**config.mk**
```make
export PLATFORM = sky130hd
export DESIGN_NAME = wb_arbiter
export DESIGN_NICKNAME = d
export VERILOG_FILES = /design/src/sys_pkg.sv /design/src/wb_arbiter.sv
export VERILOG_INCLUDE_DIRS = /design/src
export SDC_FILE = /design/constraint.sdc
export NUM_CORES = 1
export LEC_CHECK = 0
export ABC_AREA = 0
export BUFFER_PORTS_ARGS = -buffer_cell sky130_fd_sc_hd__clkbuf_2
export CORE_AREA = 2 2 118 120
export CTS_BUF_LIST = sky130_fd_sc_hd__clkbuf_4
export DETAILED_ROUTE_END_ITERATION = 8
export DIE_AREA = 0 0 120 122
export GPL_TIMING_DRIVEN = 0
export PLACE_DENSITY = 0.41
export REMOVE_ABC_BUFFERS = 1
export SYNTH_ARGS = -nofsm -noshare
export SYNTH_HDL_FRONTEND = slang
export SYNTH_SLANG_ARGS = --single-unit
export TNS_END_PERCENT = 50
```
**constraint.sdc**
```tcl
create_clock -name clk_sys -period 2.04 [get_ports clk_sys]
set_clock_uncertainty 0.2 [all_clocks]
set_input_delay 0.204 -clock clk_sys [delete_from_list [all_inputs] [get_ports clk_sys]]
set_output_delay 0.204 -clock clk_sys [all_outputs]
set_load 0.01 [all_outputs]
```
**src/soc_defs.svh**
```systemverilog
// Shared widths and sizes

`ifndef SOC_DEFS_SVH
`define SOC_DEFS_SVH

// Bus and register data width, one word
`define DATA_W 32

// Byte address width on the system bus
`define ADDR_W 32

// SRAM word index width, 256 words
`define SRAM_AW 8

`endif
```
**src/sys_pkg.sv**
```systemverilog
// System side types
`default_nettype none

package sys_pkg;

   // Summing hart run state
   typedef enum logic [1:0] {
      HART_HALTED,
      HART_FETCH,
      HART_CHECK
   } hart_state_e;

   // Current owner of the shared SRAM bus
   typedef enum logic [1:0] {
      GNT_NONE,
      GNT_DBG,
      GNT_HART
   } grant_e;

endpackage

`default_nettype wire

```
**src/wb_arbiter.sv**
```systemverilog
// Two master Wishbone round robin arbiter
`timescale 1ns/1ps
`default_nettype none

`include "soc_defs.svh"

module wb_arbiter import sys_pkg::*; (
   input  wire                clk_sys,
   input  wire                arst_n_i,
   // Master 0
   input  wire                m0_cyc_i,
   input  wire                m0_stb_i,
   input  wire                m0_we_i,
   input  wire [`ADDR_W-1:0]  m0_adr_i,
   input  wire [`DATA_W-1:0]  m0_dat_i,
   output logic [`DATA_W-1:0] m0_dat_o,
   output logic               m0_ack_o,
   // Master 1
   input  wire                m1_cyc_i,
   input  wire                m1_stb_i,
   input  wire                m1_we_i,
   input  wire [`ADDR_W-1:0]  m1_adr_i,
   input  wire [`DATA_W-1:0]  m1_dat_i,
   output logic [`DATA_W-1:0] m1_dat_o,
   output logic               m1_ack_o,
   // Slave
   output logic               s_cyc_o,
   output logic               s_stb_o,
   output logic               s_we_o,
   output logic [`ADDR_W-1:0] s_adr_o,
   output logic [`DATA_W-1:0] s_dat_o,
   input  wire [`DATA_W-1:0]  s_dat_i,
   input  wire                s_ack_i
);

   grant_e owner_q;
   grant_e pick;
   logic   last_hart_q;

   // Favour the master that was not granted last
   always_comb begin
      pick = GNT_NONE;
      if (m0_cyc_i && (!m1_cyc_i || last_hart_q))
         pick = GNT_DBG;
      else if (m1_cyc_i)
         pick = GNT_HART;
   end

   always_ff @(posedge clk_sys or negedge arst_n_i) begin
      if (!arst_n_i) begin
         owner_q     <= GNT_NONE;
         last_hart_q <= 1'b0;
      end else begin
         case (owner_q)
            GNT_NONE: begin
               owner_q <= pick;
               if (pick != GNT_NONE)
                  last_hart_q <= (pick == GNT_HART);
            end
            GNT_DBG:  if (!m0_cyc_i) owner_q <= GNT_NONE;
            default:  if (!m1_cyc_i) owner_q <= GNT_NONE;
         endcase
      end
   end

   always_comb begin
      s_cyc_o = 1'b0;
      s_stb_o = 1'b0;
      s_we_o  = m0_we_i;
      s_adr_o = m0_adr_i;
      s_dat_o = m0_dat_i;
      case (owner_q)
         GNT_DBG: begin
            s_cyc_o = m0_cyc_i;
            s_stb_o = m0_stb_i;
         end
         GNT_HART: begin
            s_cyc_o = m1_cyc_i;
            s_stb_o = m1_stb_i;
            s_we_o  = m1_we_i;
            s_adr_o = m1_adr_i;
            s_dat_o = m1_dat_i;
         end
         default: ;
      endcase
   end

   // Read data is shared, ack goes to the owner only
   assign m0_dat_o = s_dat_i;
   assign m1_dat_o = s_dat_i;
   assign m0_ack_o = s_ack_i && (owner_q == GNT_DBG);
   assign m1_ack_o = s_ack_i && (owner_q == GNT_HART);

endmodule

`default_nettype wire

```
==> metrics.md <==
| Metric | Value |
|---|---|
| Fin crit period | `2.07 ns` |
| Power Density | `914 nW/um2` |
| Overall power | `2.69 mW` |
| Clk slew on worst S/H paths | `0.04 ns` |
| Synth unique cells | `22` |
| Drt first-iter violations | `43` |
| Synth Instances | `162` |
| Register bit total from synthesis | `3` |
| CTS tree | `done` |
| Clock power frac | `0.046` |
| Syn avg cell area | `10.6 um2` |
| DR vias/cell | `3.63` |
| # fillers | `1,483` |
| Run status | `finished, violations left` |
| Worst Tran Pin Value | `0.165 ns` |
| Failing checks | `setup timing` |
| GRT Total Usage | `0.123` |
| Reg2Reg Capture Point | `owner_q[0]$_DFFE_PN0P_` |
| Commonest non-fill, non-tap cells in the layout | `clkbuf_2, mux2_4, buf_6` |
| Worst min path class | `input pin to async pin` |
| Crit-path slowest cell | `dfrtp_1` |
| Post-synth design cell area | `1710 um2` |
| Setup violators final | `17` |
| Die Span Y | `122 um` |
| First-pass GRT wire length | `12.4 mm` |
| Largest net degree at the start of global routing | `17` |
| # clock sinks | `3` |
| Worst relative slew slack | `0.890` |
| Sequential area share after synthesis | `0.0439` |
| Cells along the critical path | `inv_2 -> ha_4 -> buf_12 -> buf_12 -> buf_16 -> mux2_4 -> buf_6` |
| DIE AREA | `14,600 um2` |
| Final ANT Viol Nets | `0` |
| Clk_lat worst skew | `0.24 ns` |
| Max Slew Vio Count | `0` |
| Std-Cell Rows | `43` |
| Ys Warns | `0` |
| DIE WIDTH | `120 um` |
| Final Wtd Congestion | `0.753` |
| Most common cell after layout, fill and taps aside | `clkbuf_2` |
| Root Buffer | `clkbuf_4` |
| Period utilisation layout | `1.02` |
| Vias in the first global route | `1,631` |
| Crit. Startpoint | `owner_q[0]$_DFFE_PN0P_` |
| Crit path DAT | `1.67 ns` |
| Via count | `1,803` |
| CTS buffer count | `3` |
| Core area | `13,500 um2` |
| Peak VDD IR | `0.458 mV` |
| Sw frac | `0.386` |
| CTS H-tree depth | `1` |
| Critical Path Max Stage Delay | `0.38 ns` |
| DRT Pass-1 Iters | `4` |
| Final HPWL DP | `8.51 mm` |
| Synthesis-to-finish area growth | `71.8%` |
| CTS Buffer Depth | `2` |
| Final Hold Fails | `0` |
| DRC errors left | `0` |
| Max-cap violations | `0` |
| Share of layout cells above drive strength 1 | `0.921` |
| Most frequent CP cell | `buf_12` |
| Leak | `1.60 nW` |
| RSZ-0062 raised after global routing | `true` |
| Combinational group share of total power | `0.915` |
| Slack of the worst reg-to-reg path | `0.47 ns` |
| Initial Utilization | `0.127` |
| Layout Nets | `491` |
| Crit Path Max Fanout | `8` |
| WHS | `0.0866 ns` |
| CP endpoint | `s_adr_o[10]` |
| Critical path capture point type | `output pin` |
| Grt total ovfl | `0` |
| Port bufs | `205` |
| Crit path kind | `flop to output pin` |
| N_diodes | `0` |
| Final setup margin | `-0.0310 ns` |
| Worst R2R Start | `owner_q[1]$_DFFE_PN0P_` |
| Drt total wl | `10.3 mm` |
| I/O pins | `302` |
| Sw Pwr | `1.04 mW` |
| Worst setup SP type | `flop` |
| R2r worst-path depth | `6` |
| Max Fclk | `0.483 GHz` |
| Required time worst endpoint | `1.64 ns` |
| Internal power | `1.65 mW` |
| Sequential Power Share | `0.040` |
| Initial antenna violation count | `0` |
| Wire per inst | `20.8 um` |
power groups by stage:
stage                     Sequential, mW  Clock (mW)  Combinational [mW]
final                              0.106       0.123                2.46
after detailed placement           0.113           0                1.77
after global placement             0.109           0                1.86
after floorplan                    0.103           0                1.23
after CTS                          0.106       0.131                2.30
after global routing               0.111       0.134                2.62
metal layers:
layer	vias to the layer above	track usage	part of all wire
met1	799	0.131	0.36
met4	4	0.0154	0.0031
li1	807	-	-
met5	-	0.0868	0.014
met2	185	0.171	0.42
met3	8	0.121	0.20
area by class of cell:
cell class	count	area, um2	share of cell area
inverter	2	7.51	0.00256
timing repair buffer	222	1480	0.503
clock buffer	4	30.0	0.0102
multi-input combinational	86	1120	0.382
tap	180	225	0.0767
sequential	3	75.1	0.0256
cell usage after synthesis (all sizes together):
cell type  number  share of area
buf            71           0.32
mux2           65           0.54
ha              4          0.029
dfrtp           3          0.044
and2            2         0.0073
inv             2         0.0044
nand2           2         0.0044
nor2b           2         0.0073
a21boi          1         0.0044
a21oi           1         0.0029
a22oi           1         0.0044
a31oi           1         0.0037
a32oi           1         0.0051
nand2b          1         0.0037
nand3           1         0.0029
nand3b          1         0.0044
o211ai          1         0.0044
o21ai           1         0.0029
o22ai           1         0.0037
worst min path at each step:
| stage | end | cells past startpoint | from | slack [ns] |
|---|---|---|---|---|
| after CTS | last_hart_q$_DFFE_PN0P_ | 3 | m1_cyc_i | 0.07 |
| after global routing | last_hart_q$_DFFE_PN0P_ | 3 | m1_cyc_i | 0.09 |
| final | last_hart_q$_DFFE_PN0P_ | 2 | arst_n_i | 0.09 |
| after global placement | last_hart_q$_DFFE_PN0P_ | 1 | arst_n_i | -0.19 |
| after detailed placement | last_hart_q$_DFFE_PN0P_ | 1 | arst_n_i | -0.19 |
| after floorplan | last_hart_q$_DFFE_PN0P_ | 0 | arst_n_i | -0.29 |
flip-flops by register name (all words and copies together) (netlist names):
register     count
last_hart_q      1
owner_q          2
metrics by stage:
stage	setup TNS, ns	std cells	area (um2)	setup slack, ns	utilization
floorplan	-102.63	91	1160	-1.62	-
global placement	-157.35	476	2410	-2.53	0.178
detailed placement	-12.07	477	2440	-0.388	0.181
CTS	-0.963	496	2770	-0.0519	0.205
global route	-2.59	497	2940	-0.0975	0.218
finish	-0.360	497	2940	-0.0310	0.218
worst max-delay path: cells and delay by family, from the launching register on:
kind | cells | cell delay, ns
buffers and inverters | 5 | 0.58
adders and majority gates | 1 | 0.16
DFF | 1 | 0.38
muxes | 1 | 0.31
repair_timing:
item | in CTS | in global routing
resized for setup | 9 | 49
gates cloned | 4 | 2
hold endpoints to repair | 4 | 0
pin swaps | 1 | 0
hold buffers | 2 | 0
setup buffers | 9 | 0
endpoints found under the setup margin | 65 | 64
cells by family (layout without fill, tap and decap cells):
group,Yosys count,count (layout),synth area share
adders and majority gates,4,4,0.0293
buffers and inverters,73,228,0.328
DFF,3,3,0.0439
and+or+nand+nor,9,9,0.0300
muxes,65,65,0.538
AOI/OAI and AO/OA,8,8,0.0315
(Power assumes the default switching activity.)
