[config.mk]
export PLATFORM = sky130hd
export DESIGN_NAME = dbg_module
export DESIGN_NICKNAME = d
export VERILOG_FILES = /design/src/dbg_pkg.sv /design/src/dbg_module.sv
export VERILOG_INCLUDE_DIRS = /design/src
export SDC_FILE = /design/constraint.sdc
export NUM_CORES = 1
export LEC_CHECK = 0
export ABC_AREA = 1
export BUFFER_PORTS_ARGS = -buffer_cell sky130_fd_sc_hd__buf_2
export CORE_UTILIZATION = 55
export DETAILED_ROUTE_END_ITERATION = 16
export GPL_TIMING_DRIVEN = 1
export PLACE_DENSITY_LB_ADDON = 0.05
export SYNTH_ARGS = -nofsm -noshare
export SYNTH_HDL_FRONTEND = slang
export SYNTH_SLANG_ARGS = --single-unit
[constraint.sdc]
create_clock -name clk_sys -period 4.11 [get_ports clk_sys]
set_input_delay 0.2055 -clock clk_sys [delete_from_list [all_inputs] [get_ports clk_sys]]
set_output_delay 0.2055 -clock clk_sys [all_outputs]
set_load 0.03 [all_outputs]
[src/soc_defs.svh]
// Shared widths and sizes

`ifndef SOC_DEFS_SVH
`define SOC_DEFS_SVH

// Bus and register data width, one word
`define DATA_W 32

// Byte address width on the system bus
`define ADDR_W 32

// SRAM word index width, 256 words
`define SRAM_AW 8

`endif
[src/dbg_pkg.sv]
// Debug side types
`default_nettype none

package dbg_pkg;

   // DMI register map, only the implemented subset
   typedef enum logic [6:0] {
      DMI_DATA0      = 7'h04,
      DMI_DATA1      = 7'h05,
      DMI_DMCONTROL  = 7'h10,
      DMI_DMSTATUS   = 7'h11,
      DMI_SBCS       = 7'h38,
      DMI_SBADDRESS0 = 7'h39,
      DMI_SBDATA0    = 7'h3C
   } dmi_addr_e;

   // System bus access engine
   typedef enum logic [1:0] {
      SBA_IDLE,
      SBA_WRITE,
      SBA_READ
   } sba_state_e;

endpackage

`default_nettype wire

[src/dbg_module.sv]
// Debug module with SBA and run control
`timescale 1ns/1ps
`default_nettype none

`include "soc_defs.svh"

module dbg_module import dbg_pkg::*; (
   input  wire                clk_sys,
   input  wire                arst_n_i,
   // DMI register port
   input  wire                dmi_req_i,
   input  wire                dmi_we_i,
   input  wire dmi_addr_e     dmi_addr_i,
   input  wire [`DATA_W-1:0]  dmi_wdata_i,
   output logic [`DATA_W-1:0] dmi_rdata_o,
   output logic               dmi_ack_o,
   // Wishbone master towards the SRAM
   output logic               wb_cyc_o,
   output logic               wb_stb_o,
   output logic               wb_we_o,
   output logic [`ADDR_W-1:0] wb_adr_o,
   output logic [`DATA_W-1:0] wb_dat_o,
   input  wire [`DATA_W-1:0]  wb_dat_i,
   input  wire                wb_ack_i,
   // Hart run control
   output logic               halt_req_o,
   output logic               resume_req_o,
   output logic [`ADDR_W-1:0] resume_pc_o,
   input  wire                hart_halted_i,
   input  wire [`DATA_W-1:0]  hart_result_i
);

   logic               req_q;
   logic               ack_q;
   logic               dmi_acc;
   logic               dmi_wr;
   logic               dmi_rd;
   logic [`DATA_W-1:0] rdata_q;
   logic [`DATA_W-1:0] data0_q;
   logic               halt_q;
   logic               resume_q;
   logic               busyerr_q;
   logic               readonaddr_q;
   logic               autoinc_q;
   logic               readondata_q;
   logic [`ADDR_W-1:0] sbaddr_q;
   logic [`DATA_W-1:0] sbdata_q;
   sba_state_e         sba_state_q;
   logic               sbbusy;
   logic               sba_start_wr;
   logic               sba_start_rd;
   logic               sba_touch;
   logic [`DATA_W-1:0] sbcs_val;
   logic [`DATA_W-1:0] dmstatus_val;

   // One access per request, on its first sampled cycle
   assign dmi_acc = dmi_req_i & ~req_q;
   assign dmi_wr  = dmi_acc & dmi_we_i;
   assign dmi_rd  = dmi_acc & ~dmi_we_i;
   assign sbbusy  = (sba_state_q != SBA_IDLE);

   assign sba_start_wr = dmi_wr && (dmi_addr_i == DMI_SBDATA0);
   assign sba_start_rd = (dmi_wr && (dmi_addr_i == DMI_SBADDRESS0) && readonaddr_q) ||
                         (dmi_rd && (dmi_addr_i == DMI_SBDATA0) && readondata_q);
   // Anything that would disturb a running bus access
   assign sba_touch = sba_start_wr || sba_start_rd ||
                      (dmi_wr && (dmi_addr_i == DMI_SBADDRESS0));

   always_comb begin
      sbcs_val        = '0;
      sbcs_val[31:29] = 3'd1;
      sbcs_val[22]    = busyerr_q;
      sbcs_val[21]    = sbbusy;
      sbcs_val[20]    = readonaddr_q;
      sbcs_val[19:17] = 3'd2;        // 32-bit access
      sbcs_val[16]    = autoinc_q;
      sbcs_val[15]    = readondata_q;
      sbcs_val[11:5]  = 7'd32;
      sbcs_val[2]     = 1'b1;
   end

   always_comb begin
      dmstatus_val        = '0;
      dmstatus_val[11]    = ~hart_halted_i;
      dmstatus_val[10]    = ~hart_halted_i;
      dmstatus_val[9]     = hart_halted_i;
      dmstatus_val[8]     = hart_halted_i;
      dmstatus_val[3:0]   = 4'd2;
   end

   // DMI handshake and run control registers
   always_ff @(posedge clk_sys or negedge arst_n_i) begin
      if (!arst_n_i) begin
         req_q        <= 1'b0;
         ack_q        <= 1'b0;
         halt_q       <= 1'b0;
         resume_q     <= 1'b0;
         data0_q      <= '0;
         busyerr_q    <= 1'b0;
         readonaddr_q <= 1'b0;
         autoinc_q    <= 1'b0;
         readondata_q <= 1'b0;
      end else begin
         req_q    <= dmi_req_i;
         ack_q    <= dmi_acc;
         halt_q   <= dmi_wr && (dmi_addr_i == DMI_DMCONTROL) && dmi_wdata_i[31];
         resume_q <= dmi_wr && (dmi_addr_i == DMI_DMCONTROL) && dmi_wdata_i[30];
         if (dmi_wr && (dmi_addr_i == DMI_DATA0))
            data0_q <= dmi_wdata_i;
         if (dmi_wr && (dmi_addr_i == DMI_SBCS)) begin
            readonaddr_q <= dmi_wdata_i[20];
            autoinc_q    <= dmi_wdata_i[16];
            readondata_q <= dmi_wdata_i[15];
            if (dmi_wdata_i[22])
               busyerr_q <= 1'b0;
         end
         // Sticky until cleared by software
         if (sbbusy && sba_touch)
            busyerr_q <= 1'b1;
      end
   end

   always_ff @(posedge clk_sys) begin
      if (dmi_rd) begin
         case (dmi_addr_i)
            DMI_DATA0:      rdata_q <= data0_q;
            DMI_DATA1:      rdata_q <= hart_result_i;
            DMI_DMSTATUS:   rdata_q <= dmstatus_val;
            DMI_SBCS:       rdata_q <= sbcs_val;
            DMI_SBADDRESS0: rdata_q <= sbaddr_q;
            DMI_SBDATA0:    rdata_q <= sbdata_q;
            default:        rdata_q <= '0;
         endcase
      end
   end

   // SBA engine, new accesses only start from idle
   always_ff @(posedge clk_sys or negedge arst_n_i) begin
      if (!arst_n_i) begin
         sba_state_q <= SBA_IDLE;
         sbaddr_q    <= '0;
         sbdata_q    <= '0;
      end else begin
         case (sba_state_q)
            SBA_IDLE: begin
               if (dmi_wr && (dmi_addr_i == DMI_SBADDRESS0))
                  sbaddr_q <= dmi_wdata_i[`ADDR_W-1:0];
               if (sba_start_wr) begin
                  sbdata_q    <= dmi_wdata_i;
                  sba_state_q <= SBA_WRITE;
               end else if (sba_start_rd) begin
                  sba_state_q <= SBA_READ;
               end
            end
            default: begin
               if (wb_ack_i) begin
                  if (sba_state_q == SBA_READ)
                     sbdata_q <= wb_dat_i;
                  if (autoinc_q)
                     sbaddr_q <= sbaddr_q + `ADDR_W'(4);
                  sba_state_q <= SBA_IDLE;
               end
            end
         endcase
      end
   end

   assign dmi_ack_o   = ack_q;
   assign dmi_rdata_o = rdata_q;

   assign wb_cyc_o = sbbusy;
   assign wb_stb_o = sbbusy;
   assign wb_we_o  = (sba_state_q == SBA_WRITE);
   assign wb_adr_o = sbaddr_q;
   assign wb_dat_o = sbdata_q;

   assign halt_req_o   = halt_q;
   assign resume_req_o = resume_q;
   assign resume_pc_o  = data0_q[`ADDR_W-1:0];

endmodule

`default_nettype wire

==> results.cfg <==
[run_status]
status = completed

[setup_path]
reg2reg_depth = 7
rr_startpoint = sba_state_q[1]
r2r_slack_ns = 1.90
cp-start-kind = flop
critPathCaptureType = flop
worstPathArrival_ns = 2.53
cp_data_required_time_ns = 4.42
rr_endpoint = wb_adr_o[15]
worst-setup-path-type = flop to flop
cp_max_fo = 48
crit_path_start = sba_state_q[1]

[clocking]
clock_sinks = 138
cts_root_buf = clkbuf_16
cts_tree = yes
cts_buffers = 17
clkLatencyLatePin_ns = 0.43
clockBufferDepth = 2
cts.htree.levels = 4
cts.clk_slew.worst_paths_ns = 0.06
cts_setup_buffers = 0

[route]
ant_nets = 0
drt-pass1-iter-count = 5
vias_per_cell = 5.57
route.vias.total = 7713
wl_per_cell_um = 16.9
drc = 0
drt-initial-drc-count = 699
wirelength_um = 23400

[timing]
relSlewSlack_pct = 17.4
setup_violations = 0
min_period_ns = 2.21
hold_viol = 0
max_freq_mhz = 452
rsz0062_at_grt = false
holdWs_ns = 0.0244
tightest_slew_ns = 1.23
slew_violations = 0
setup_tns_ns = 0
skew_ns = 0.00932
fin_crit_sh_pct = 53.8

[pwr]
swShare_pct = 26.9
p_sw_mw = 0.953
p_clk_share_pct = 44.9
leakagePower_nw = 4.78
combPwrFrac_pct = 12.6
power_density_nw_per_um2 = 382
p_int_mw = 2.59
pwr-share-seq_pct = 42.4
irDropWorstVdd_mv = 0.273

[synth]
syn_area_um2 = 7390
ys_types = 39
synth_nets = 1083
synth_seq_cells = 138
synth.avg_cell_area_um2 = 7.60
synth_cells = 973
ys_warn_count = 0
ys_seq_area_share_pct = 48.9
synth_enable_flop_cells = 32
synthArstFlopShare_pct = 76.8
synth_ff_type = dfrtp_1

[hold_path]
whs_path_depth = 3
holdCritStartpoint = dmi_wdata_i[13]
hold-path-endpoint = resume_pc_o[13]
hold_path.class = input pin to flop

[placed_design]
dp_hpwl_um = 16100
gp_congestion = 0.936
port-buffer-count = 242

[layout]
diodes = 0
fill_cells = 1121
area_growth_pct = 25.4
layout.nets = 1309
drive_gt1_share_pct = 24.9

[global_routing]
globalRouteTotalUtil_pct = 34.5
grt_max_degree = 76
grt_pass1_vias = 7147
grt.overflow.total = 0
antenna_found_initial = 0
grt_pass1_wl_um = 36900

[floorplanning]
die_w_um = 118
io_pins = 243
start_util_pct = 57.4
dieHeight_um = 118
coreArea_um2 = 12900
rows = 41
die-area_um2 = 13900

[job]
maxCapViolations = 0
[cell families (layout without fill, tap and decap cells)]
kind of cell,count (synthesis),in the layout,synth area share [%]
xor+xnor,5,5,0.592
simple gates,543,543,30.0
buf+inv,122,361,7.43
compound gates,164,164,12.9
fa+ha+maj,1,1,0.169
flops,138,138,48.9
[stage by stage]
step,area [um2],utilization [%],instances,setup slack [ns],total power [mW]
6_report,9270,72.0,1384,1.90,3.54
5_1_grt,9270,72.0,1384,1.77,3.64
4_1_cts,9270,72.0,1384,1.97,3.54
3_5_place_dp,8630,67.1,1350,1.65,1.97
3_3_place_gp,8630,67.1,1350,1.76,1.96
2_1_floorplan,7390,-,973,1.56,1.77
[power groups by stage]
stage	registers [mW]	clock network (mW)	logic (mW)
after floorplan	1.61	0	0.161
after global placement	1.52	0	0.437
after detailed placement	1.53	0	0.441
after CTS	1.50	1.59	0.446
after global routing	1.51	1.65	0.489
final	1.50	1.59	0.447
[cell usage after synthesis, types with 8 or more instances]
library cell,number,area (um2)
nor2_1,85,319
nand2_1,364,1370
o21a_1,13,97.6
buf_2,18,90.1
edfxtp_1,32,961
dfrtp_1,106,2650
o2111ai_1,22,193
o21ai_1,22,110
o21ai_0,45,225
buf_4,8,60.1
clkbuf_1,11,41.3
inv_1,76,285
a21oi_1,54,270
nand3_1,72,360
[what timing repair did]
item | in CTS | in global routing
gates resized for setup | 0 | 0
endpoints found under the hold margin | 34 | 0
hold buffers | 2 | 0
[how the worst max path moves through the flow]
stage          slack [ns]              to
2_1_floorplan        1.56  sba_state_q[0]
3_3_place_gp         1.76    wb_dat_o[17]
3_5_place_dp         1.65     wb_dat_o[9]
4_1_cts              1.97    wb_adr_o[15]
5_1_grt              1.77     wb_dat_o[9]
6_report             1.90    wb_adr_o[15]
[cells in the final DEF, fill, tap and decap left out, drive strengths merged]
cell type	count
dfrtp	106
bufinv	3
xnor2	1
xor2	4
o21a	13
o22ai	4
nor3	3
dlygate4sd3	2
a21oi	55
nand3	73
a21boi	1
edfxtp	32
nand2	370
nor3b	1
o211ai	1
clkbuf	20
o2111ai	22
nor4	2
ha	1
inv	78
o21bai	1
clkinvlp	3
or2	2
nor2	90
buf	249
o21ai	67
clkinv	6
nand4	2
[state kept, by name (all words and copies together) (netlist names)]
register      count
autoinc_q         1
busyerr_q         1
dmi_ack_o         1
dmi_rdata_o      32
halt_req_o        1
readonaddr_q      1
readondata_q      1
req_q             1
resume_pc_o      32
resume_req_o      1
sba_state_q       2
wb_adr_o         32
wb_dat_o         32
[area by class of cell]
type                       instances  area [um2]  share of cell area, %
clock inverter                    12         146                   1.58
sequential                       138        3610                   39.0
multi-input combinational        713        3250                   35.0
inverter                          78         293                   3.16
timing repair buffer             251        1290                   13.9
clock buffer                      20         468                   5.05
tap                              172         215                   2.32
[layer usage]
layer	vias to the layer above	global-route usage (%)	wire, um
met5	-	0	0
met4	0	13.2	535
met3	43	7.32	2160
met2	444	54.9	10900
met1	3598	46.3	9830
li1	3628	-	-
[critical path, cell delays in order (launching register included)]
cell and delay [ns]:
dfrtp_1 0.42, nor2_4 0.06, inv_2 0.05, nand3_1 0.55
nand2_4 0.71, o21ai_0 0.17, nand2_1 0.09, nand2_1 0.05
(Power assumes the default switching activity.)
