$ cat src/soc_defs.svh
// Shared widths and sizes

`ifndef SOC_DEFS_SVH
`define SOC_DEFS_SVH

// Bus and register data width, one word
`define DATA_W 32

// Byte address width on the system bus
`define ADDR_W 32

// SRAM word index width, 256 words
`define SRAM_AW 8

`endif
$ cat src/sys_pkg.sv
// System side types
`default_nettype none

package sys_pkg;

   // Summing hart run state
   typedef enum logic [1:0] {
      HART_HALTED,
      HART_FETCH,
      HART_CHECK
   } hart_state_e;

   // Current owner of the shared SRAM bus
   typedef enum logic [1:0] {
      GNT_NONE,
      GNT_DBG,
      GNT_HART
   } grant_e;

endpackage

`default_nettype wire

$ cat src/sum_hart.sv
// Summing hart under debug control
`timescale 1ns/1ps
`default_nettype none

`include "soc_defs.svh"

module sum_hart import sys_pkg::*; (
   input  wire                clk_sys,
   input  wire                arst_n_i,
   // Run control from the debug module
   input  wire                halt_req_i,
   input  wire                resume_req_i,
   input  wire [`ADDR_W-1:0]  resume_pc_i,
   output logic               halted_o,
   output logic [`DATA_W-1:0] result_o,
   // Wishbone master, read only
   output logic               wb_cyc_o,
   output logic               wb_stb_o,
   output logic               wb_we_o,
   output logic [`ADDR_W-1:0] wb_adr_o,
   output logic [`DATA_W-1:0] wb_dat_o,
   input  wire [`DATA_W-1:0]  wb_dat_i,
   input  wire                wb_ack_i
);

   hart_state_e        state_q;
   logic [`ADDR_W-1:0] addr_q;
   logic [`DATA_W-1:0] sum_q;
   logic [`DATA_W-1:0] word_q;
   logic               halt_pend_q;

   always_ff @(posedge clk_sys or negedge arst_n_i) begin
      if (!arst_n_i) begin
         state_q     <= HART_HALTED;
         addr_q      <= '0;
         sum_q       <= '0;
         halt_pend_q <= 1'b0;
      end else begin
         case (state_q)
            HART_HALTED: begin
               // Halt while halted has nothing to do
               if (resume_req_i) begin
                  addr_q      <= resume_pc_i;
                  sum_q       <= '0;
                  halt_pend_q <= 1'b0;
                  state_q     <= HART_FETCH;
               end
            end
            HART_FETCH: begin
               if (halt_req_i)
                  halt_pend_q <= 1'b1;
               if (wb_ack_i)
                  state_q <= HART_CHECK;
            end
            default: begin
               // Word in hand still counts, then stop on zero or halt
               if (word_q != '0)
                  sum_q <= sum_q + word_q;
               if ((word_q == '0) || halt_pend_q || halt_req_i) begin
                  halt_pend_q <= 1'b0;
                  state_q     <= HART_HALTED;
               end else begin
                  addr_q  <= addr_q + `ADDR_W'(4);
                  state_q <= HART_FETCH;
               end
            end
         endcase
      end
   end

   // Fetched word
   always_ff @(posedge clk_sys) begin
      if ((state_q == HART_FETCH) && wb_ack_i)
         word_q <= wb_dat_i;
   end

   assign halted_o = (state_q == HART_HALTED);
   assign result_o = sum_q;

   assign wb_cyc_o = (state_q == HART_FETCH);
   assign wb_stb_o = (state_q == HART_FETCH);
   assign wb_we_o  = 1'b0;
   assign wb_adr_o = addr_q;
   assign wb_dat_o = '0;

endmodule

`default_nettype wire

$ cat config.mk
export PLATFORM = sky130hd
export DESIGN_NAME = sum_hart
export DESIGN_NICKNAME = d
export VERILOG_FILES = /design/src/sys_pkg.sv /design/src/sum_hart.sv
export VERILOG_INCLUDE_DIRS = /design/src
export SDC_FILE = /design/constraint.sdc
export NUM_CORES = 1
export LEC_CHECK = 0
export ABC_AREA = 1
export BUFFER_PORTS_ARGS = -buffer_cell sky130_fd_sc_hd__buf_2
export CAP_MARGIN = 20
export CORE_ASPECT_RATIO = 0.6
export CORE_MARGIN = 5
export CORE_UTILIZATION = 40
export CTS_CLUSTER_SIZE = 16
export DETAILED_ROUTE_END_ITERATION = 10
export GPL_TIMING_DRIVEN = 1
export PLACE_DENSITY_LB_ADDON = 0.15
export REMOVE_ABC_BUFFERS = 1
export SYNTH_ARGS = -nofsm -noshare
export SYNTH_HDL_FRONTEND = slang
export SYNTH_SLANG_ARGS = --single-unit
$ cat constraint.sdc
create_clock -name clk_sys -period 2.9 [get_ports clk_sys]
set_input_delay 0.145 -clock clk_sys [delete_from_list [all_inputs] [get_ports clk_sys]]
set_output_delay 0.145 -clock clk_sys [all_outputs]
set_load 0.03 [all_outputs]
==> impl_metrics.json, run 1 <==
{
  "p_per_area_nw_per_um2": 991,
  "dr.max_layer_used": "met4",
  "viasPerCell": 4.86,
  "dieArea_um2": 21500,
  "fin_nets": 1383,
  "die_y_um": 116,
  "async_flop_share_pct": 67.7,
  "yosys_warnings": 0,
  "worst_pin_slew_ns": 0.985,
  "cts_buffers": 9,
  "dr.pass1.iters": 5,
  "cts_buffer_depth": 2,
  "grt-ovfl-total": 0,
  "fillers": 1931,
  "dp_slack_ns": 0.635,
  "port_buffers": 135,
  "fin_setup_tns_ns": 0,
  "initial_core_util_pct": 41.0,
  "clk_pin_slew_worst_paths_ns": 0.08,
  "synthAdderAreaFrac_pct": 5.65,
  "hold_viol": 0,
  "clock-root-buffer": "clkbuf_16",
  "coreArea_um2": 18200,
  "relSlewSlack_pct": 34.3,
  "crit_arrival_ns": 2.62,
  "wl_met1_um": 13400,
  "synth_flop_cell": "dfrtp_1",
  "min_period_ns": 2.33,
  "fp-row-count": 38,
  "synth_xor_area_share_pct": 2.47,
  "wl_met2_um": 8090,
  "die_w_um": 186,
  "clkSinkCount": 99,
  "place_area_um2": 8220,
  "grt_max_degree": 68,
  "ys_ff_latch": 99,
  "clock_latency_ns": 0.36,
  "syn_inst": 1120,
  "ioPinCount": 169,
  "crit_type": "reg2reg",
  "synth_top_cell_by_area": "dfrtp_1",
  "cts_tree": "built",
  "ant_nets": 0,
  "finalPower_w": 0.00878,
  "dpl.hpwl_um": 18900,
  "synth_commonest_cells": "nand2_1 (444), inv_1 (137), nand3_1 (111), nor2_1 (105), dfrtp_1 (67)",
  "vias": 7419,
  "ctsHtreeMaxLevel": 3,
  "synth-edff-count": 32,
  "fin_util_pct": 48.8,
  "synth.area.top_cells": "dfrtp_1 (23%), nand2_1 (22%), edfxtp_1 (13%)",
  "start_kind": "register",
  "antenna_found_initial": 0,
  "synth_top_family_by_area": "simple AND/OR/NAND/NOR gates",
  "grt_setup_unrepaired": "no",
  "drv_cap": 0,
  "wl_per_cell_um": 16.0,
  "synth-compound-area-share_pct": 4.50,
  "synth_mux_area_share_pct": 0.303,
  "synthSimpleGateAreaFrac_pct": 39.3,
  "outcome": "finished clean",
  "vdd_drop_max_mv": 0.510,
  "crit_chain": "nor2_1 > nand2_1 > nor2_1 > nand4_1 > nand2_2 > inv_2 > nand2_2 > nand2_2 > buf_4 > nand2_1 > nand2_1",
  "synth_cell_types": 37,
  "timing.final.ws_setup_ns": 0.572,
  "synth_top_area_share_pct": 22.5,
  "finClkSkew_ns": 0.0129,
  "required_ns": 3.19,
  "drc": 0,
  "grt_pass1_wl_um": 37300,
  "syn_avg_cell_area_um2": 6.65,
  "synth.most_common_cell": "nand2_1",
  "yosysSeqAreaShare_pct": 35.4,
  "cp_max_fo": 30,
  "grt_use_total_pct": 22.7,
  "drtIter0Drc": 724,
  "slowest_stage": "inv_2",
  "grt_pass1_vias": 6439,
  "synth_area_um2": 7440,
  "gp_congestion": 0.989,
  "final_max_slew_viol_count": 0,
  "routed_wl_um": 24400,
  "crit_path_end_kind": "register",
  "final_area_um2": 8870,
  "hp-class": "in2reg",
  "antenna_cells": 0,
  "setup_viol": 0,
  "period_share_pct": 80.3,
  "syn_to_final_growth_pct": 19.1,
  "cpPeakStageDelay_ns": 0.43,
  "met3_length_um": 2700,
  "drive_gt1_share_pct": 14.2,
  "fmax_mhz": 430,
  "cellLeakagePower_nw": 4.83
}
==> kinds of logic after synthesis <==
logic type,after synthesis
other,1
adder cells (fa/ha/maj),33
XOR/XNOR,21
AND/OR/NAND/NOR,704
multiplexers,2
flip-flops,99
AO/OA/AOI/OAI,63
buffers and inverters,197
==> through the flow <==
| step | std cells | hold slack [ns] |
|---|---|---|
| 2_1_floorplan | 1093 | -0.151 |
| 3_3_place_gp | 1477 | 0.322 |
| 3_5_place_dp | 1477 | 0.323 |
| 4_1_cts | 1526 | 0.00688 |
| 5_1_grt | 1526 | 0.00679 |
| 6_report | 1526 | 0.0164 |
==> routing by layer <==
layer / global-route usage, % / vias up
met2: 25.4 / 339
met4: 3.78 / 0
met3: 5.90 / 18
met5: 0 / -
met1: 40.5 / 3304
li1: - / 3758
==> path summary, 6_finish.rpt <==
| path | startpoint | end | slack (ns) | depth (start not counted) |
|---|---|---|---|---|
| worst max-delay path | word_q[1] | wb_adr_o[12] | 0.57 | 11 |
| worst min-delay path | wb_ack_i | state_q[0] | 0.02 | 2 |
| worst max register to register | word_q[1] | wb_adr_o[12] | 0.57 | 11 |
| worst min register to register | wb_adr_o[0] | wb_adr_o[0] | 0.50 | 1 |
| max in group asynchronous | arst_n_i | result_o[13] | 1.77 | 2 |
| min in group asynchronous | arst_n_i | result_o[2] | 0.47 | 2 |
==> sequential cells by signal, indices dropped and copies added (netlist names) <==
signal	flops
wb_adr_o	32
state_q	2
result_o	32
word_q	32
halt_pend_q	1
==> power breakdown <==
| part | switching (W) | internal [W] | total (W) |
|---|---|---|---|
| combinational | 0.00346 | 0.00151 | 0.00497 |
| sequential | 0.000583 | 0.00193 | 0.00251 |
| clock | 0.000584 | 0.000721 | 0.00131 |
| total | 0.00462 | 0.00416 | 0.00878 |
==> layout make-up <==
cell class	count	area [um2]	share of cell area, %
tap	240	300	3.39
sequential	99	2640	29.7
timing repair buffer	177	1080	12.1
clock inverter	5	61.3	0.691
multi-input combinational	856	4020	45.4
inverter	138	518	5.84
clock buffer	11	253	2.85
==> repair_timing <==
action | in CTS | in global routing
resized for setup | 0 | 0
endpoints found under the hold margin | 76 | 0
hold buffers | 33 | 0
setup buffers | 0 | 0
==> critical path, delay by kind of cell (launching register included) <==
kind / cells / cell delay, ns
simple gates: 9 / 1.00
buf+inv: 2 / 0.81
flops: 1 / 0.41
==> cells in the final DEF, fill, tap and decap left out, drive strengths merged <==
cell         instances
inv                138
a21boi               1
buf                144
and3                 1
dlygate4sd3         33
or2                  5
bufinv               1
fa                   1
nand2              449
edfxtp              32
o211ai               1
nor3                 5
nand3b              10
a21oi               25
clkbuf              11
o31ai                1
a31oi                2
nor2               111
dfrtp               67
ha                  32
nand4                7
clkinv               4
a21o                 2
nand3              112
xnor2               14
conb                33
o21ai               29
and2                 4
mux2                 2
o21bai               2
xor2                 7
Power figures use the tool's default switching activity.
==> run 2: changes to the inputs <==
--- a/config.mk
+++ b/config.mk
@@ -6,7 +6,7 @@
 export SDC_FILE = /design/constraint.sdc
 export NUM_CORES = 1
 export LEC_CHECK = 0
-export ABC_AREA = 1
+export ABC_AREA = 0
 export BUFFER_PORTS_ARGS = -buffer_cell sky130_fd_sc_hd__buf_2
 export CAP_MARGIN = 20
 export CORE_ASPECT_RATIO = 0.6
==> constraint.sdc (replaced) <==
create_clock -name clk_sys -period 2.27 [get_ports clk_sys]
set_input_delay 0.1135 -clock clk_sys [delete_from_list [all_inputs] [get_ports clk_sys]]
set_output_delay 0.1135 -clock clk_sys [all_outputs]
set_load 0.03 [all_outputs]
==> run 2 against run 1 <==
- the run now ends with negative setup slack left
- core utilization up 16 points
- power up 54%
- cell count down 21%
- sequential share of layout area down 3.1 points
- sequential power up 25%
- first-iteration DRC count down 18%
- worst setup slack worse by 0.98 ns
- die area down 15%
- hold slack better by 0.024 ns
- flip-flop and latch count unchanged
- largest cell class unchanged
- largest power group unchanged
==> impl_metrics.json, run 2 <==
{
  "outcome": "complete, but fails checks",
  "violations": "negative setup slack",
  "port_buffers": 135,
  "cts_buffers": 9,
  "syn_avg_cell_area_um2": 9.19,
  "initial_core_util_pct": 40.8,
  "dpl.hpwl_um": 14600,
  "yosysSeqAreaShare_pct": 42.0,
  "drc": 0,
  "clk_pin_slew_worst_paths_ns": 0.09,
  "fin_util_pct": 64.5,
  "final_max_slew_viol_count": 0,
  "worstHoldPathCells": 3,
  "finClkSkew_ns": 0.0218,
  "synth.most_common_cell": "dfrtp_1",
  "combPwrFrac_pct": 65.3,
  "cp_max_fo": 3,
  "grt_setup_unrepaired": "yes",
  "grt_pass1_vias": 6373,
  "hp-class": "in2reg",
  "die_w_um": 172,
  "p_per_area_nw_per_um2": 1360,
  "place_area_um2": 7850,
  "fin_nets": 1101,
  "crit_path_end_kind": "register",
  "coreArea_um2": 15400,
  "viasPerCell": 5.43,
  "synth_top_cell_by_area": "dfrtp_1",
  "switchingPower_w": 0.00645,
  "antenna_cells": 0,
  "swShare_pct": 47.7,
  "crit_type": "reg2reg",
  "required_ns": 2.55,
  "min_to": "wb_adr_o[13]",
  "dp_slack_ns": -0.556,
  "clock-root-buffer": "clkbuf_16",
  "ioPinCount": 169,
  "drtIter0Drc": 592,
  "synth_commonest_cells": "dfrtp_1 (67), a21oi_1 (66), nand2_1 (56), o21ai_0 (51), nand3_1 (44)",
  "cts_buffer_depth": 2,
  "clock_latency_ns": 0.36,
  "setup_viol": 38,
  "wl_per_cell_um": 18.2,
  "drv_cap": 0,
  "dr.pass1.iters": 5,
  "hold_viol": 0,
  "p_clk_share_pct": 11.4,
  "synth_cell_types": 78,
  "dieArea_um2": 18400,
  "final_area_um2": 9920,
  "pwr-share-seq_pct": 23.2,
  "grt_max_degree": 54,
  "synth-edff-count": 32,
  "reg2reg_depth": 11,
  "worst_pin_slew_ns": 0.677,
  "fp-row-count": 35,
  "min_from": "resume_pc_i[13]",
  "clkSinkCount": 99,
  "grt_use_total_pct": 22.5,
  "async_flop_share_pct": 67.7,
  "crit_arrival_ns": 2.96,
  "ctsHtreeMaxLevel": 3,
  "r2r-start": "result_o[0]",
  "synth_area_um2": 6270,
  "vias": 6554,
  "grt-ovfl-total": 0,
  "ant_nets": 0,
  "syn_inst": 683,
  "vdd_drop_max_mv": 0.662,
  "yosys_warnings": 0,
  "grt_pass1_wl_um": 33300,
  "period_share_pct": 118,
  "synth.area.top_cells": "dfrtp_1 (27%), edfxtp_1 (15%), ha_1 (6.4%)",
  "ys_ff_latch": 99,
  "crit_chain": "ha_2 > inv_2 > fa_2 > nand2b_4 > a21oi_4 > o211ai_4 > a311oi_2 > o21bai_1 > and2_4 > or4_4 > nand3_2",
  "gp_congestion": 0.897,
  "slowest_stage": "or4_4",
  "layout_commonest_cell": "buf_2",
  "internal_power_w": 0.00706,
  "fin_setup_tns_ns": -4.08,
  "finalPower_w": 0.0135,
  "synth_flop_cell": "dfrtp_1",
  "die_y_um": 107,
  "relSlewSlack_pct": 54.8,
  "cpPeakStageDelay_ns": 0.47,
  "layout_common_cells": "buf_2 (135), buf_4 (126), dfrtp_1 (67)",
  "cts_tree": "built",
  "timing.final.ws_setup_ns": -0.404,
  "start_kind": "register",
  "antenna_found_initial": 0,
  "reg2reg_to": "result_o[28]",
  "drive_gt1_share_pct": 44.8,
  "routed_wl_um": 22000,
  "r2r_slack_ns": -0.40,
  "min_period_ns": 2.67,
  "syn_to_final_growth_pct": 58.1,
  "fmax_mhz": 374,
  "synth_top_area_share_pct": 26.7,
  "cellLeakagePower_nw": 4.42
}
[run 2: through the flow]
step                      std cells  hold WS, ns
after detailed placement       1098        0.169
after global routing           1207       0.0403
after global placement         1098        0.158
final                          1207       0.0405
after floorplan                 650       -0.182
after CTS                      1188       0.0162
[run 2: area by class of cell]
type / count / area (um2)
multi-input combinational: 535 / 4060
timing repair buffer: 338 / 2590
inverter: 16 / 76.3
sequential: 99 / 2640
fill: 1254 / 5460
clock buffer: 9 / 225
tap: 203 / 254
clock inverter: 7 / 71.3
[run 2: worst max path at each step]
stage | startpoint | endpoint | slack [ns] | depth (start not counted)
global route | result_o[0] | result_o[28] | -0.49 | 11
finish | result_o[0] | result_o[28] | -0.40 | 11
floorplan | word_q[31] | wb_adr_o[2] | -2.13 | 7
detailed placement | result_o[0] | result_o[28] | -0.56 | 11
CTS | result_o[0] | result_o[28] | -0.30 | 11
global placement | result_o[0] | result_o[28] | -0.41 | 11
[run 2: kinds of logic (layout without fill, tap and decap cells)]
| kind of cell | count (synthesis) | count (layout) | synth area share (%) |
|---|---|---|---|
| XOR/XNOR | 20 | 20 | 2.79 |
| flip-flops | 99 | 99 | 42.0 |
| AND/OR/NAND/NOR | 221 | 221 | 17.6 |
| adder cells (fa/ha/maj) | 33 | 33 | 6.70 |
| AO/OA/AOI/OAI | 224 | 224 | 22.7 |
| other | 1 | 33 | 0.0598 |
| buffers and inverters | 81 | 370 | 7.44 |
| multiplexers | 4 | 4 | 0.698 |
[run 2: repair_timing]
item / in CTS / in global routing
setup endpoints to repair: 51 / 63
gates resized for setup: 60 / 142
setup buffers: 34 / 22
pin swaps: 45 / 55
endpoints found under the hold margin: 57 / 0
hold buffers: 37 / 0
gates cloned: 3 / 3
[run 2: critical path, delay by kind of cell, from the launching register on]
family	cells	cell delay, ns
buf+inv	1	0.04
simple gates	4	0.87
fa+ha+maj	2	0.54
flops	1	0.37
compound gates	4	0.79
[run 2: routing by layer]
layer  track usage (%)  vias up  share of wire [%]
met2              34.0      251                 46
met4              4.64        0                1.3
met1              33.8     3168                 46
met5                 0        -                  0
li1                  -     3106                  -
met3              3.87       29                6.7
[run 2: power by group through the flow]
| stage | combinational [W] | sequential (W) | clock, W |
|---|---|---|---|
| floorplan | 0.00319 | 0.00396 | 0 |
| global placement | 0.00659 | 0.00304 | 0 |
| detailed placement | 0.00673 | 0.00308 | 0 |
| CTS | 0.00762 | 0.00309 | 0.00158 |
| global route | 0.00948 | 0.00323 | 0.00166 |
| finish | 0.00883 | 0.00314 | 0.00154 |
==> run 3: changes to the inputs <==
--- a/config.mk
+++ b/config.mk
@@ -11,10 +11,11 @@
 export CAP_MARGIN = 20
 export CORE_ASPECT_RATIO = 0.6
 export CORE_MARGIN = 5
-export CORE_UTILIZATION = 40
+export CORE_UTILIZATION = 54
 export CTS_CLUSTER_SIZE = 16
 export DETAILED_ROUTE_END_ITERATION = 10
 export GPL_TIMING_DRIVEN = 1
+export MAX_ROUTING_LAYER = met4
 export PLACE_DENSITY_LB_ADDON = 0.15
 export REMOVE_ABC_BUFFERS = 1
 export SYNTH_ARGS = -nofsm -noshare
==> run 3 against run 2 <==
- the flow still finishes with violations (negative setup slack)
- combinational power decreased by 11%
- clock skew decreased by 0.011 ns
- maximum frequency decreased by 1.1%
- sequential share of layout area increased by 2.3 points
- hold slack got worse by 0.023 ns
- via count increased by 1.3%
- cell count decreased by 6.6%
- non-clock buffer count decreased by 37
- count of clock-buffer cells in the layout increased by 1
- first-iteration DRC count increased by 21%
- critical endpoint unchanged
- highest routed layer unchanged
==> impl_metrics.json, run 3 (synthesized netlist as in run 2, its figures left out) <==
{
  "cp_max_fo": 3,
  "fin_nets": 1064,
  "cts_buffer_depth": 2,
  "p_per_area_nw_per_um2": 1380,
  "pwr-share-seq_pct": 25.3,
  "dr.pass1.iters": 6,
  "vdd_drop_max_mv": 0.737,
  "wl_per_cell_um": 19.2,
  "clock-root-buffer": "clkbuf_16",
  "grt-ovfl-total": 0,
  "grt_pass1_vias": 6340,
  "fp-row-count": 30,
  "antenna_cells": 0,
  "drv_cap": 0,
  "timing.final.ws_setup_ns": -0.434,
  "vias": 6639,
  "drc": 0,
  "grt_max_degree": 54,
  "internal_power_w": 0.00646,
  "grt_setup_unrepaired": "yes",
  "required_ns": 2.56,
  "start_kind": "register",
  "layout_commonest_cell": "buf_2",
  "final_area_um2": 9140,
  "clk_pin_slew_worst_paths_ns": 0.07,
  "dieArea_um2": 13900,
  "cellLeakagePower_nw": 4.10,
  "min_period_ns": 2.70,
  "initial_core_util_pct": 55.3,
  "setup_viol": 37,
  "p_clk_share_pct": 12.3,
  "fin_setup_tns_ns": -4.43,
  "crit_type": "reg2reg",
  "place_inst": 1042,
  "fin_cells": 1127,
  "die_y_um": 93.5,
  "crit_path_end_kind": "register",
  "holdWs_ns": 0.0180,
  "ant_nets": 0,
  "clkSinkCount": 99,
  "layout_common_cells": "buf_2 (135), buf_4 (110), dfrtp_1 (66)",
  "dp_slack_ns": -0.449,
  "combPwrFrac_pct": 62.5,
  "finClkSkew_ns": 0.0110,
  "place_area_um2": 7670,
  "grt_use_total_pct": 28.8,
  "die_w_um": 149,
  "switchingPower_w": 0.00612,
  "antenna_found_initial": 0,
  "coreArea_um2": 11300,
  "port_buffers": 135,
  "dpl.hpwl_um": 13600,
  "routed_wl_um": 21600,
  "cts_tree": "built",
  "hold_viol": 0,
  "period_share_pct": 119,
  "drtIter0Drc": 719,
  "fmax_mhz": 370,
  "clock_latency_ns": 0.36,
  "outcome": "complete, but fails checks",
  "syn_to_final_growth_pct": 45.7,
  "violations": "negative setup slack",
  "ctsHtreeMaxLevel": 3,
  "final_max_slew_viol_count": 0,
  "relSlewSlack_pct": 63.6,
  "ioPinCount": 169,
  "cts_buffers": 9,
  "grt_pass1_wl_um": 31500,
  "viasPerCell": 5.89,
  "drive_gt1_share_pct": 38.9,
  "gp_congestion": 0.933,
  "swShare_pct": 48.7,
  "worst_pin_slew_ns": 0.546,
  "crit_arrival_ns": 2.99,
  "hp-class": "in2reg"
}
==> run 3: final timing paths <==
kind                           startpoint  cells past startpoint  slack, ns      endpoint
setup reg to reg              result_o[0]                     11      -0.43  result_o[28]
setup / recovery              result_o[0]                     11      -0.43  result_o[28]
hold reg to reg                state_q[1]                      1       0.51   halt_pend_q
hold / removal             resume_pc_i[0]                      2       0.02   wb_adr_o[0]
max in group asynchronous        arst_n_i                      3       1.36  result_o[27]
min in group asynchronous        arst_n_i                      2       0.24   result_o[3]
==> run 3: metrics by stage <==
| step | utilization (%) | total power [W] |
|---|---|---|
| 2_1_floorplan | - | 0.00714 |
| 3_3_place_gp | 67.7 | 0.00941 |
| 3_5_place_dp | 67.7 | 0.00960 |
| 4_1_cts | 76.3 | 0.0116 |
| 5_1_grt | 80.6 | 0.0133 |
| 6_report | 80.6 | 0.0126 |
==> run 3: repair_timing <==
| action | CTS | global route |
|---|---|---|
| hold buffers | 36 | 0 |
| resized for setup | 38 | 79 |
| hold endpoints to repair | 50 | 0 |
| setup buffers | 15 | 23 |
| gates cloned | 0 | 1 |
| pin swaps | 35 | 57 |
| endpoints found under the setup margin | 22 | 55 |
==> run 3: area by class of cell <==
type / count / area, um2
clock buffers: 10 / 239
clock inverters: 6 / 55.1
fillers: 702 / 2200
inverters: 16 / 73.8
multi-input cells: 535 / 3800
flip-flops and latches: 99 / 2640
well taps: 160 / 200
repair buffers: 301 / 2140
==> run 3: power groups by stage <==
stage / registers [W] / clock network (W) / logic (W)
3_5_place_dp: 0.00310 / 0 / 0.00651
4_1_cts: 0.00310 / 0.00155 / 0.00695
6_report: 0.00318 / 0.00154 / 0.00786
3_3_place_gp: 0.00305 / 0 / 0.00636
5_1_grt: 0.00325 / 0.00164 / 0.00839
2_1_floorplan: 0.00396 / 0 / 0.00319
==> run 3: layer usage <==
| layer | share of wire, % | global-route usage (%) |
|---|---|---|
| met1 | 43 | 39.1 |
| met2 | 46 | 43.9 |
| met3 | 8.3 | 5.81 |
| met4 | 2.2 | 9.37 |
| met5 | 0 | - |
==> run 3: worst max-delay path, stage by stage, from the launching register on <==
cell      delay [ns]
dfrtp_1         0.40
ha_2            0.22
inv_2           0.04
fa_2            0.36
nand2b_4        0.18
a21oi_4         0.22
o211ai_4        0.12
a311oi_2        0.30
o21bai_2        0.11
and2_4          0.15
or4_1           0.46
nand3_1         0.08
